### src/logic/clint_pkg.sv
// ==========================================================
// CLINT shared definitions
// Address map, hart count, bus request and response types,
// the decoded register access and the offset decode union
// ==========================================================

`default_nettype none

package clint_pkg;

    // Harts served by this interruptor
    localparam int unsigned hart_count    = 4;
    localparam int unsigned hart_id_width = 2;

    localparam int unsigned addr_width   = 16;
    // Low address bits that index inside one region
    localparam int unsigned offset_width = 12;

    // Region offsets
    localparam logic [addr_width-1:0] msip_base     = 16'h0000;
    localparam logic [addr_width-1:0] mtimecmp_base = 16'h4000;
    localparam logic [addr_width-1:0] mtime_addr    = 16'hBFF8;

    // Compare value that keeps the timer interrupt off
    localparam logic [63:0] mtimecmp_reset = 64'hFFFF_FFFF_FFFF_FFFF;

    typedef struct packed {
        logic                  valid;
        logic                  write;
        logic [addr_width-1:0] addr;
        logic [31:0]           wdata;
        logic [3:0]            wstrb;
    } clint_req_t;

    typedef struct packed {
        logic        valid;
        logic        error;
        logic [31:0] rdata;
    } clint_rsp_t;

    typedef enum logic [1:0] {
        target_none,
        target_msip,
        target_mtimecmp,
        target_mtime
    } clint_target_e;

    typedef struct packed {
        logic                     valid;
        logic                     write;
        logic                     error;
        clint_target_e            target;
        logic [hart_id_width-1:0] hart;
        logic                     high;     // upper 32 bits of a 64-bit register
        logic [31:0]              wdata;
        logic [3:0]               wstrb;
    } clint_access_t;

    // One 12-bit offset, read as msip words or as mtimecmp double words
    typedef union packed {
        struct packed {
            logic [9:0] index;
            logic [1:0] byte_off;
        } as_word;
        struct packed {
            logic [8:0] index;
            logic       high;
            logic [1:0] byte_off;
        } as_dword;
    } clint_offset_u;

endpackage

`default_nettype wire
### src/logic/clint_top.sv
// ==========================================================
// CLINT top level
// Bus decoder feeds the timer register file, whose timer and
// compare values drive the interrupt comparator
// ==========================================================

`timescale 1ns/1ps
`default_nettype none

module clint_top (
    input  logic                             clk,
    input  logic                             rst_n,
    input  clint_pkg::clint_req_t            req,
    output clint_pkg::clint_rsp_t            rsp,
    input  logic                             mtime_increment,
    output logic [clint_pkg::hart_count-1:0] hart_swi,
    output logic [clint_pkg::hart_count-1:0] hart_timeri
);

    clint_pkg::clint_access_t access;

    logic [63:0] mtime;
    logic [63:0] mtimecmp [clint_pkg::hart_count];

    // Request to registered access
    clint_bus_decoder i_bus_decoder (
        .clk    (clk),
        .rst_n  (rst_n),
        .req    (req),
        .access (access)
    );

    // Timer, compare registers and msip bits
    clint_timer_regs i_timer_regs (
        .clk             (clk),
        .rst_n           (rst_n),
        .access          (access),
        .mtime_increment (mtime_increment),
        .rsp             (rsp),
        .mtime           (mtime),
        .mtimecmp        (mtimecmp),
        .hart_swi        (hart_swi)
    );

    // Timer interrupt lines
    clint_irq_compare i_irq_compare (
        .clk         (clk),
        .rst_n       (rst_n),
        .mtime       (mtime),
        .mtimecmp    (mtimecmp),
        .hart_timeri (hart_timeri)
    );

endmodule

`default_nettype wire

### src/logic/clint_irq_compare.sv
// ==========================================================
// CLINT interrupt comparator
// Raises each hart's timer interrupt while mtime has reached
// that hart's compare value, one cycle behind the registers
// ==========================================================

`timescale 1ns/1ps
`default_nettype none

module clint_irq_compare (
    input  logic                             clk,
    input  logic                             rst_n,
    input  logic [63:0]                      mtime,
    input  logic [63:0]                      mtimecmp [clint_pkg::hart_count],
    output logic [clint_pkg::hart_count-1:0] hart_timeri
);

    logic [clint_pkg::hart_count-1:0] timer_reached;

    // Unsigned 64-bit compare per hart
    always_comb begin
        for (int h = 0; h < clint_pkg::hart_count; h++) begin
            timer_reached[h] = (mtime >= mtimecmp[h]);
        end
    end

    // Registered interrupt lines
    always_ff @(posedge clk) begin
        if (!rst_n) begin
            hart_timeri <= '0;
        end else begin
            hart_timeri <= timer_reached;
        end
    end

endmodule

`default_nettype wire

### src/logic/clint_timer_regs.sv
// ==========================================================
// CLINT timer register file
// Holds mtime, the per-hart mtimecmp registers and msip bits,
// applies byte-enabled writes and returns one registered
// response per access
// ==========================================================

`timescale 1ns/1ps
`default_nettype none

module clint_timer_regs (
    input  logic                            clk,
    input  logic                            rst_n,
    input  clint_pkg::clint_access_t        access,
    input  logic                            mtime_increment,
    output clint_pkg::clint_rsp_t           rsp,
    output logic [63:0]                     mtime,
    output logic [63:0]                     mtimecmp [clint_pkg::hart_count],
    output logic [clint_pkg::hart_count-1:0] hart_swi
);

    logic        write_en;
    logic        msip_write;
    logic        mtimecmp_write;
    logic [31:0] read_data;

    // Error accesses arrive with target none, so no write slips through
    assign write_en       = access.valid && access.write;
    assign msip_write     = write_en && (access.target == clint_pkg::target_msip);
    assign mtimecmp_write = write_en && (access.target == clint_pkg::target_mtimecmp);

    // Free-running machine timer
    always_ff @(posedge clk) begin
        if (!rst_n) begin
            mtime <= 64'd0;
        end else if (mtime_increment) begin
            mtime <= mtime + 64'd1;
        end
    end

    // Compare registers, one byte lane per strobe bit
    always_ff @(posedge clk) begin
        if (!rst_n) begin
            for (int h = 0; h < clint_pkg::hart_count; h++) begin
                mtimecmp[h] <= clint_pkg::mtimecmp_reset;
            end
        end else if (mtimecmp_write) begin
            for (int b = 0; b < 4; b++) begin
                if (access.wstrb[b]) begin
                    mtimecmp[access.hart][access.high*32 + b*8 +: 8] <= access.wdata[b*8 +: 8];
                end
            end
        end
    end

    // Software interrupt bits live in bit 0 of each msip word
    always_ff @(posedge clk) begin
        if (!rst_n) begin
            hart_swi <= '0;
        end else if (msip_write && access.wstrb[0]) begin
            hart_swi[access.hart] <= access.wdata[0];
        end
    end

    // Read mux sees the state before this access writes
    always_comb begin
        read_data = 32'd0;
        case (access.target)
            clint_pkg::target_msip: begin
                read_data[0] = hart_swi[access.hart];
            end
            clint_pkg::target_mtimecmp: begin
                if (access.high) begin
                    read_data = mtimecmp[access.hart][63:32];
                end else begin
                    read_data = mtimecmp[access.hart][31:0];
                end
            end
            clint_pkg::target_mtime: begin
                if (access.high) begin
                    read_data = mtime[63:32];
                end else begin
                    read_data = mtime[31:0];
                end
            end
            default: begin
                read_data = 32'd0;
            end
        endcase
    end

    // Response leaves one cycle after the access, data is zero on error
    always_ff @(posedge clk) begin
        if (!rst_n) begin
            rsp.valid <= 1'b0;
        end else begin
            rsp.valid <= access.valid;
            rsp.error <= access.error;
            rsp.rdata <= read_data;
        end
    end

endmodule

`default_nettype wire

### src/logic/clint_bus_decoder.sv
// ==========================================================
// CLINT bus decoder
// Matches each request against the msip, mtimecmp and mtime
// regions, extracts the hart number and word half, flags
// bad accesses, and registers the result for the register file
// ==========================================================

`timescale 1ns/1ps
`default_nettype none

module clint_bus_decoder (
    input  logic                      clk,
    input  logic                      rst_n,
    input  clint_pkg::clint_req_t     req,
    output clint_pkg::clint_access_t  access
);

    clint_pkg::clint_offset_u offset;
    clint_pkg::clint_access_t next_access;

    logic [clint_pkg::addr_width-clint_pkg::offset_width-1:0] region;

    logic msip_sel;
    logic mtimecmp_sel;
    logic mtime_sel;
    logic msip_hart_ok;
    logic mtimecmp_hart_ok;
    logic addr_hit;
    logic misaligned;

    assign offset = req.addr[clint_pkg::offset_width-1:0];
    assign region = req.addr[clint_pkg::addr_width-1:clint_pkg::offset_width];

    // Region match on the upper address bits
    assign msip_sel =
        (region == clint_pkg::msip_base[clint_pkg::addr_width-1:clint_pkg::offset_width]);
    assign mtimecmp_sel =
        (region == clint_pkg::mtimecmp_base[clint_pkg::addr_width-1:clint_pkg::offset_width]);
    // Timer covers both words at 0xBFF8 and 0xBFFC
    assign mtime_sel =
        (req.addr[clint_pkg::addr_width-1:3] == clint_pkg::mtime_addr[clint_pkg::addr_width-1:3]);

    // Full index must name an existing hart so large offsets fail too
    assign msip_hart_ok     = (offset.as_word.index < 10'(clint_pkg::hart_count));
    assign mtimecmp_hart_ok = (offset.as_dword.index < 9'(clint_pkg::hart_count));

    assign addr_hit = (msip_sel && msip_hart_ok)
                   || (mtimecmp_sel && mtimecmp_hart_ok)
                   || mtime_sel;

    assign misaligned = (offset.as_word.byte_off != 2'b00);

    always_comb begin
        next_access        = '0;
        next_access.valid  = req.valid;
        next_access.write  = req.write;
        next_access.wdata  = req.wdata;
        next_access.wstrb  = req.wstrb;
        // Address bit 2 picks the upper word of mtimecmp and mtime alike
        next_access.high   = offset.as_dword.high;
        next_access.target = clint_pkg::target_none;

        if (msip_sel) begin
            next_access.target = clint_pkg::target_msip;
            next_access.hart   = offset.as_word.index[clint_pkg::hart_id_width-1:0];
        end else if (mtimecmp_sel) begin
            next_access.target = clint_pkg::target_mtimecmp;
            next_access.hart   = offset.as_dword.index[clint_pkg::hart_id_width-1:0];
        end else if (mtime_sel) begin
            next_access.target = clint_pkg::target_mtime;
        end

        if (!addr_hit || misaligned || (mtime_sel && req.write)) begin
            next_access.error  = 1'b1;
            next_access.target = clint_pkg::target_none;
        end
    end

    always_ff @(posedge clk) begin
        if (!rst_n) begin
            access <= '0;
        end else begin
            access <= next_access;
        end
    end

endmodule

`default_nettype wire

### config.mk
export PLATFORM = sky130hd
export DESIGN_NAME = clint_top
export DESIGN_NICKNAME = d
export VERILOG_FILES = /design/src/logic/clint_pkg.sv /design/src/logic/clint_top.sv /design/src/logic/clint_irq_compare.sv /design/src/logic/clint_timer_regs.sv /design/src/logic/clint_bus_decoder.sv
export SDC_FILE = /design/constraint.sdc
export NUM_CORES = 1
export LEC_CHECK = 0
export ABC_AREA = 1
export BUFFER_PORTS_ARGS = -buffer_cell sky130_fd_sc_hd__buf_4
export CORE_MARGIN = 4
export CORE_UTILIZATION = 55
export DETAILED_ROUTE_END_ITERATION = 10
export PLACE_DENSITY = 0.8
export SYNTH_ARGS = -nofsm -noshare
export SYNTH_HDL_FRONTEND = slang
export SYNTH_SLANG_ARGS = --single-unit
### constraint.sdc
create_clock -name clk -period 2.7 [get_ports clk]
set_clock_uncertainty 0.2 [all_clocks]
set_input_delay 0.27 -clock clk [delete_from_list [all_inputs] [get_ports clk]]
set_output_delay 0.27 -clock clk [all_outputs]
set_load 0.02 [all_outputs]
### Word level (Yosys, flattened, before mapping)

Index checks and enable logic that the tools add are counted.

| storage, ports and cells | value |
|---|---|
| output and inout bits | 42 |
| flip-flop bits (word level) | 406 |
| logic and storage cells | 109 |
| bits in writable memories | 0 |
| input bits | 57 |
| latch bits | 0 |
| bits in read-only memories | 0 |
| memories | 0 |

| cells by class | value |
|---|---|
| equal/unequal tests | 5 |
| multiply operators | 0 |
| div/mod/pow operators | 0 |
| order comparisons | 10 |
| shifts and indexed selects | 8 |
| bitwise operators | 2 |
| mux-type cells | 39 |
| reductions and logical operators | 18 |
| add/sub/neg operators | 8 |

Operator list:

| cell | number |
|---|---|
| 2-to-1 mux 256 bit | 10 |
| bitwise mux 256 bit | 4 |
| demux 64 bit (select 2 bit) | 4 |
| 2-to-1 mux 64 bit | 6 |
| greater-or-equal comparator 64 bit | 4 |
| variable shift 8 x 34 -> 64 bit, first input constant | 4 |
| variable part select 8 x 34 -> 64 bit | 4 |
| binary-select mux 64 bit (select 2 bit) | 1 |
| negator 32 -> 34 bit | 3 |
| adder 64 x 1 -> 64 bit, second input constant | 1 |
| 2-to-1 mux 32 bit | 2 |
| case mux 31 bit (2 select lines) | 1 |
| negator 6 -> 34 bit | 1 |
| adder 6 x 5 -> 7 bit, second input constant | 2 |
| == test 13 bit, second input constant | 1 |
| less-than comparator 10 x 3 -> 1 bit, second input constant | 1 |
| logical AND 1 bit | 9 |
| less-than comparator 9 x 3 -> 1 bit, second input constant | 1 |
| adder 6 x 4 -> 7 bit, second input constant | 1 |
| 2-to-1 mux 2 bit | 3 |
| bitwise mux 4 bit | 1 |
| == test 2 bit, second input constant | 2 |
| == test 4 x 3 -> 1 bit, second input constant | 1 |
| logical NOT 4 bit | 1 |
| other kinds (18) | 22 |

### Longest topological paths before layout

Gate-level depths: netlist of run 1.

| logic depth | value |
|---|---|
| word-level depth | 19 |
| depth in mapped cells | 15 |
| gate-level depth less buffers | 15 |

### Hierarchy

Synthesis of run 1 repeated with hierarchy kept, for this count alone.

| unflattened totals | value |
|---|---|
| cells, all modules | 3464 |
| area total of the unflattened synthesis | 24385.9 sq um |

By module, submodules not included:

| module | sequential area each (sq um) | instances | cells each | area each (sq um) |
|---|---|---|---|---|
| clint_timer_regs | 7497.2 | 1 | 2147 | 15926.5 |
| clint_irq_compare | 80.1 | 1 | 1135 | 7000.5 |
| clint_bus_decoder | 880.8 | 1 | 182 | 1458.9 |

### Least setup slack after synthesis of run 1

Ideal clock, no wire load.

| timing path | value |
|---|---|
| path kind | reg-to-reg |
| start point | register i_timer_regs.mtime[1] |
| end point | register i_timer_regs.mtime[24] |
| data arrival time | 1638 ps |
| clock period less this slack | 1908 ps |
| cell stages (with the launch flop) | 12 |
| setup time | 70 ps |
| path slack | 792 ps |
| required time | 2430 ps |
| path buffers | 0 |
| cell sequence | dfxtp_1 -> ha_1 -> nand3_1 -> nor2_2 -> nand2_1 -> nor2_4 -> inv_2 -> nor2_4 -> inv_2 -> nor2_1 -> o21ai_0 -> a21oi_1 |

| on the way | value |
|---|---|
| word-level cells in the longest chain between the ends | 1 |

RTL lines:

| item | line | RTL |
|---|---|---|
| from (decl) | clint_timer_regs.sv:17 | `output logic [63:0] mtime,` |
| from (signal assigned) | clint_timer_regs.sv:37 | `mtime <= mtime + 64'd1;` |
| adder 64 x 1 -> 64 bit | clint_timer_regs.sv:37 |  |

No other way between the ends.
A chain may end at the register's enable or synchronous reset.

### Final worst setup path of run 1

| timing path | value |
|---|---|
| start point | register i_timer_regs.mtime[7] |
| end point | register i_timer_regs.mtime[26] |

The elaborated chain is that of the path after synthesis.

==> qor.yml, run 1 <==
drt-total-wl_mm: 86.6
regToRegStartpoint: "i_timer_regs.mtime[7]"
hold_violations: 0
grt-ovfl-total: 0
grt_usage_pct: 35.9
cts.sinks: 406
path_clk_slew_ns: 0.06
cp.buffers_inverters: 2
coreArea_sq_um: 43200
grt_use_met1_pct: 48.2
use_met3_pct: 7.73
ant_nets: 0
final-setup-viol-count: 0
remaining_drc_errors: 0
cts_buffers: 46
cts_tree: "done"
design_power_total_w: 0.0138
outcome: "finished, final reports clean"
fin_nets: 3651
hp-start: "req[42]"
initial_core_util_pct: 55.9
ys_seq_elements: 406
synth_flop_cell: "dfxtp_1"
rsz0062_at_grt: "no"
synth_nets: 3535
synth.distinct_cells: 50
die_w_um: 217
internal_power_w: 0.0106
worst_slew_pin_slew_ns: 0.667
htreeDepth: 2
swShare_pct: 22.9
placement.io_buffers: 98
p_sw_w: 0.00317
die-area_sq_um: 47300
gp_congestion: 1.04
critPathLaunchType: "flop"
slowest_stage: "dfxtp_1"
final.min_clock_period_ns: 2.66
die_h_um: 217
viasPerCell: 6.03
synthToLayoutAreaGrowth_pct: 15.3
p_seq_share_pct: 45.0
peakVddDrop_v: 0.000734
synth_area_sq_um: 24100
rr_worst_depth: 9
synth.area.top_cells: "dfxtp_1 (31%), ha_1 (13%), nand2_1 (11%), inv_1 (6.9%), o211ai_1 (6.7%)"
clockPowerShare_pct: 50.8
grt_max_degree: 69
worstSkewPairLatency_ns: 0.60
hold_path.class: "input pin to flop"
io_pins: 99
p_per_area_nw_per_um2: 497
synth.yosys.warnings: 0
combPwrFrac_pct: 4.3
synth.largest_area_cell: "dfxtp_1"
fin_crit_sh_pct: 98.6
crit_family: "simple AND/OR/NAND/NOR gates"
antenna_found_initial: 2
synthCells: 3221
grt_pass1_wl_mm: 132
cts_max_path_buffers: 3
hpwlAfterDp_mm: 62.1
dr.pass1.iters: 8
max_freq_mhz: 376
drv_cap: 0
crit_chain: "nand2_1 > nor2_1 > nand4_1 > inv_2 > nand3_1 > inv_1 > nand2_1 > o21ai_0 > a21oi_1"
synth_top_area_share_pct: 31.0
critPathKind: "flop to flop"
drive_above_1_share_pct: 9.48
hold_end: "i_bus_decoder.access[39]"
endpoint_kind: "flop"
use_met2_pct: 56.1
fin_area_sq_um: 27800
grt_pass1_vias: 23000
crit_arrival_ns: 2.94
r2r_setup_slack_ns: 0.04
r2r_end: "i_timer_regs.mtime[26]"
clockRootBuffer: "clkbuf_16"
synth_most_common_cell: "nand2_1"
grt_busiest_layer: "met2"
power.leakage_nw: 14.3
synthTopCellsByCount: "nand2_1 (683), inv_1 (444), dfxtp_1 (373)"
ys_async_sr_fraction_pct: 0
yosysSeqAreaShare_pct: 35.1
fp-row-count: 76
wire_per_inst_um: 21.9
vias: 23900
worstPathRequired_ns: 2.98
slowest_delay_ns: 0.54
cp_common_cell: "nand2_1"
cp_max_fo: 9
relSlewSlack_pct: 55.2
synth_edf_count: 33
dpl-instance-area_sq_um: 25500
avgSynthCellArea_sq_um: 7.49
tns_ns: 0
drt_iter0_drc: 2992
worstHoldPathCells: 7
slew_viol_final: 0
postCtsSetupBuffers: 0
==> per-stage QoR <==
stage	setup WS (ns)	hold WS [ns]	cells	utilization, %
2_1_floorplan	0.792	0.163	3221	-
6_report	0.0371	0.0559	3961	64.4
3_3_place_gp	0.109	0.188	3810	59.0
3_5_place_dp	0.0794	0.195	3810	59.0
5_1_grt	0.0154	0.105	3960	64.4
4_1_cts	0.0476	0.00954	3960	64.4
==> worst max path at each step <==
| stage | startpoint | cells after the start | to |
|---|---|---|---|
| CTS | i_timer_regs.mtime[55] | 9 | i_irq_compare.hart_timeri[1] |
| floorplan | i_timer_regs.mtime[1] | 11 | i_timer_regs.mtime[24] |
| detailed placement | i_timer_regs.mtime[55] | 9 | i_irq_compare.hart_timeri[1] |
| global route | i_timer_regs.mtime[7] | 9 | i_timer_regs.mtime[26] |
| finish | i_timer_regs.mtime[7] | 9 | i_timer_regs.mtime[26] |
| global placement | i_timer_regs.mtime[55] | 9 | i_irq_compare.hart_timeri[1] |
==> power groups by stage <==
stage	logic, W	registers [W]	clock network (W)
after CTS	0.000566	0.00621	0.00704
after global routing	0.000624	0.00621	0.00730
after floorplan	0.000299	0.00628	0
after global placement	0.000490	0.00634	0
final	0.000587	0.00621	0.00702
after detailed placement	0.000498	0.00634	0
==> cells by family (layout without fill, tap and decap cells) <==
group	count (synthesis)	in the layout	share of synthesized area [%]
simple gates	1182	1182	21.9
flops	406	406	35.1
compound gates	754	754	19.2
buf+inv	615	769	10.3
xor+xnor	7	7	0.254
other cells	0	1	0
fa+ha+maj	257	257	13.3
==> registers in the layout (all words and copies together), names as in the netlist <==
signal / count
i_timer_regs.mtimecmp: 256
i_timer_regs.mtime: 64
i_bus_decoder.access: 44
i_timer_regs.rsp: 34
i_irq_compare.hart_timeri: 4
i_timer_regs.hart_swi: 4
==> what timing repair did <==
action / in CTS / in global routing
hold buffers: 64 / 0
resized for setup: 0 / 3
endpoints found under the setup margin: 0 / 4
endpoints found under the hold margin: 90 / 0
==> layout by cell type, fill, tap and decap left out, types with 5 or more instances in the layout <==
master,count
nor3_2,11
clkbuf_16,52
nor2_8,7
o2111ai_1,6
a21oi_1,230
bufinv_16,7
dlygate4sd3_1,64
a22oi_1,8
nor3_1,49
o211ai_1,216
nand2_1,683
o221ai_1,5
nand4_1,50
o311ai_0,5
o21ai_0,142
nor4_1,14
o31ai_1,21
inv_2,21
edfxtp_1,33
clkinv_2,6
ha_1,257
buf_4,138
a21o_1,9
dfxtp_1,371
o21a_1,6
inv_1,444
nor2_2,9
o22ai_1,95
nor2_4,32
clkbuf_8,5
buf_12,14
clkbuf_1,10
nand3_1,89
nor2_1,219
==> cell type report <==
class | instances | area, sq um
sequential | 406 | 8460
multi-input combinational | 2200 | 13200
inverter | 466 | 1750
clock inverter | 19 | 284
fill | 3761 | 15400
clock buffer | 67 | 1410
timing repair buffer | 217 | 1970
antenna | 1 | 2.50
tap | 585 | 732
==> layer usage <==
metal,wire (um),up-vias,share of wire [%]
li1,-,11100,-
met1,35200,11000,41
met2,37700,1436,44
met3,9680,250,11
met4,3970,0,4.6
met5,0,-,0
==> worst register-to-register path, cell delays in order, from the launching register on <==
cell     delay (ns)
dfxtp_1        0.54
nand2_1        0.24
nor2_1         0.38
nand4_1        0.26
inv_2          0.18
nand3_1        0.26
inv_1          0.18
nand2_1        0.09
o21ai_0        0.16
a21oi_1        0.07
Power figures use the tool's default switching activity.
==> inputs of run 2 (changes only) <==
Settings changed: PLACE_DENSITY 0.8 to 0.72.
==> run 2 against run 1 <==
  * First-iteration DRC count is 11% lower
  * Sequential share of layout area up 0.35 points
  * Core utilization fell by 0.70 points
  * Largest cell class unchanged
  * Sequential power about the same
  * Fmax grew 0.98%
  * Cell count shrank 0.40%
  * Sequential cell count did not move
  * Critical path depth unchanged
  * Critical endpoint is now i_irq_compare.hart_timeri[1]
==> qor.yml, run 2 (synthesis results as in run 1) <==
outcome: "finished, final reports clean"
crit_arrival_ns: 2.95  # about the same
io_pins: 99  # unchanged
hpwlAfterDp_mm: 63.1  # +1.6%
cp_max_fo: 7  # -2
most-common-layout-cells: "nand2_1 (683), inv_1 (444), dfxtp_1 (368)"
fin_crit_sh_pct: 97.7  # -0.96 points
grt_max_degree: 129  # +87%
critPathKind: "flop to flop"
worstSkewPairLatency_ns: 0.58  # -0.02 ns
worst_slew_pin_slew_ns: 0.877  # +0.210 ns
drt_iter0_drc: 2659  # -11%
htreeDepth: 2  # unchanged
endpoint_kind: "flop"
grt_pass1_vias: 22600  # -1.6%
die_w_um: 217  # unchanged
max_freq_mhz: 379  # +0.98%
regMostFlops: "i_timer_regs.mtimecmp"
ant_nets: 0  # unchanged
final_common_cell: "nand2_1"
cts_buffers: 44  # -4.3%
cts_max_path_buffers: 3  # unchanged
power.leakage_nw: 14.2  # -0.78%
path_clk_slew_ns: 0.06  # about the same
drt-total-wl_mm: 87.8  # +1.4%
remaining_drc_errors: 0  # unchanged
critPathLaunchType: "flop"
wire_per_inst_um: 22.3  # +1.8%
finalNonFillerCells: 3945  # -0.40%
rsz0062_at_grt: "no"
coreArea_sq_um: 43200  # unchanged
slew_viol_final: 0  # unchanged
antenna_found_initial: 2  # unchanged
place_inst: 3810  # unchanged
placement.io_buffers: 98  # unchanged
fin_area_sq_um: 27500  # -1.1%
die_h_um: 217  # unchanged
largest_reg_flops: 256  # unchanged
hold_violations: 0  # unchanged
hold_path.class: "input pin to flop"
cts.sinks: 406  # unchanged
nFillCells: 3858  # +2.6%
drive_above_1_share_pct: 9.56  # +0.075 points
drv_cap: 0  # unchanged
synthToLayoutAreaGrowth_pct: 14.0
cts_tree: "done"
viasPerCell: 5.95  # -1.2%
vias: 23500  # -1.6%
dpl-instance-area_sq_um: 25400  # about the same
grt-ovfl-total: 0  # unchanged
post-place-ws_ns: -0.385  # -0.465 ns
die-area_sq_um: 47300  # unchanged
fin_ws_ns: 0.0629  # +0.0258 ns
p_per_area_nw_per_um2: 476  # -4.3%
r2r_setup_slack_ns: 0.06  # +0.03 ns
final.min_clock_period_ns: 2.64  # -0.0258 ns
gp_congestion: 1.01  # -2.6%
fin_nets: 3640  # -0.30%
fp-row-count: 76  # unchanged
grt_pass1_wl_mm: 134  # +1.3%
dr.pass1.iters: 8  # unchanged
postCtsSetupBuffers: 0  # unchanged
grt_usage_pct: 36.5  # +0.64 points
top_regs: "i_timer_regs.mtimecmp: 256 flops, i_timer_regs.mtime: 64 flops, i_bus_decoder.access: 44 flops"
initial_core_util_pct: 55.9  # unchanged
worstPathRequired_ns: 3.01  # +0.03 ns
peakVddDrop_v: 0.000396  # -46%
relSlewSlack_pct: 41.5  # -14 points
final-setup-viol-count: 0  # unchanged
clockRootBuffer: "clkbuf_16"
## run 2: cell types whose count changed in the layout (fill, tap and decap cells not counted), sizes merged
cell,delta
bufinv,-2
clkbuf,-7
clkinv,+4
clkinvlp,+1
dlygate4sd3,-9
inv,-3
## run 2: cell type report
type / count / area (sq um) / share of cell area, %
clock buffers: 60 / 1240 / 4.52
clock inverters: 19 / 224 / 0.814
repair buffers: 208 / 1870 / 6.80
flip-flops and latches: 406 / 8460 / 30.8
diodes: 1 / 2.50 / 0.00910
multi-input cells: 2200 / 13200 / 48.1
well taps: 585 / 732 / 2.66
inverters: 466 / 1750 / 6.37
## run 2: per-stage QoR
step	utilization (%)	TNS [ns]	total power, W	hold slack, ns
finish	63.7	0	0.0131	0.00931
global route	63.7	0	0.0134	0.0481
CTS	63.7	0	0.0131	0.0991
detailed placement	58.9	-0.385	0.00683	0.197
global placement	58.9	-0.402	0.00683	0.192
floorplan	-	0	0.00658	0.163
## run 2: critical path, cell delays in order, from the launching register on
cell and delay (ns):
dfxtp_1 0.43, ha_1 0.38, nand2_1 0.09, nor2_1 0.20, nand2_1 0.20, nor3_4 0.31, nand2_1 0.21, nor3_2 0.29
nand2_1 0.10, a21oi_1 0.14
## run 2: final timing paths
path | start | to | cells past startpoint
worst max-delay path | i_timer_regs.mtime[63] | i_irq_compare.hart_timeri[1] | 9
worst max register to register | i_timer_regs.mtime[63] | i_irq_compare.hart_timeri[1] | 9
worst min register to register | i_bus_decoder.access[41] | i_timer_regs.rsp[32] | 0
worst min-delay path | req[50] | i_bus_decoder.access[40] | 6
## run 2: per-layer routing
metal | track usage (%) | vias to the layer above | share of wire, %
met5 | 0 | - | 0
met4 | 15.6 | 0 | 4.5
met3 | 7.33 | 231 | 11
met2 | 56.2 | 1259 | 43
met1 | 50.1 | 10900 | 41
li1 | - | 11100 | -
## run 2: repair_timing
action	CTS	global route
hold buffers	56	0
resized for setup	2	9
hold endpoints to repair	58	0
pin swaps	0	0
endpoints found under the setup margin	1	5
## run 2: power by group
group          switching [W]  total (W)  internal (W)
Combinational       0.000359   0.000576      0.000217
Sequential         0.0000936    0.00621       0.00611
Clock                0.00261    0.00630       0.00369
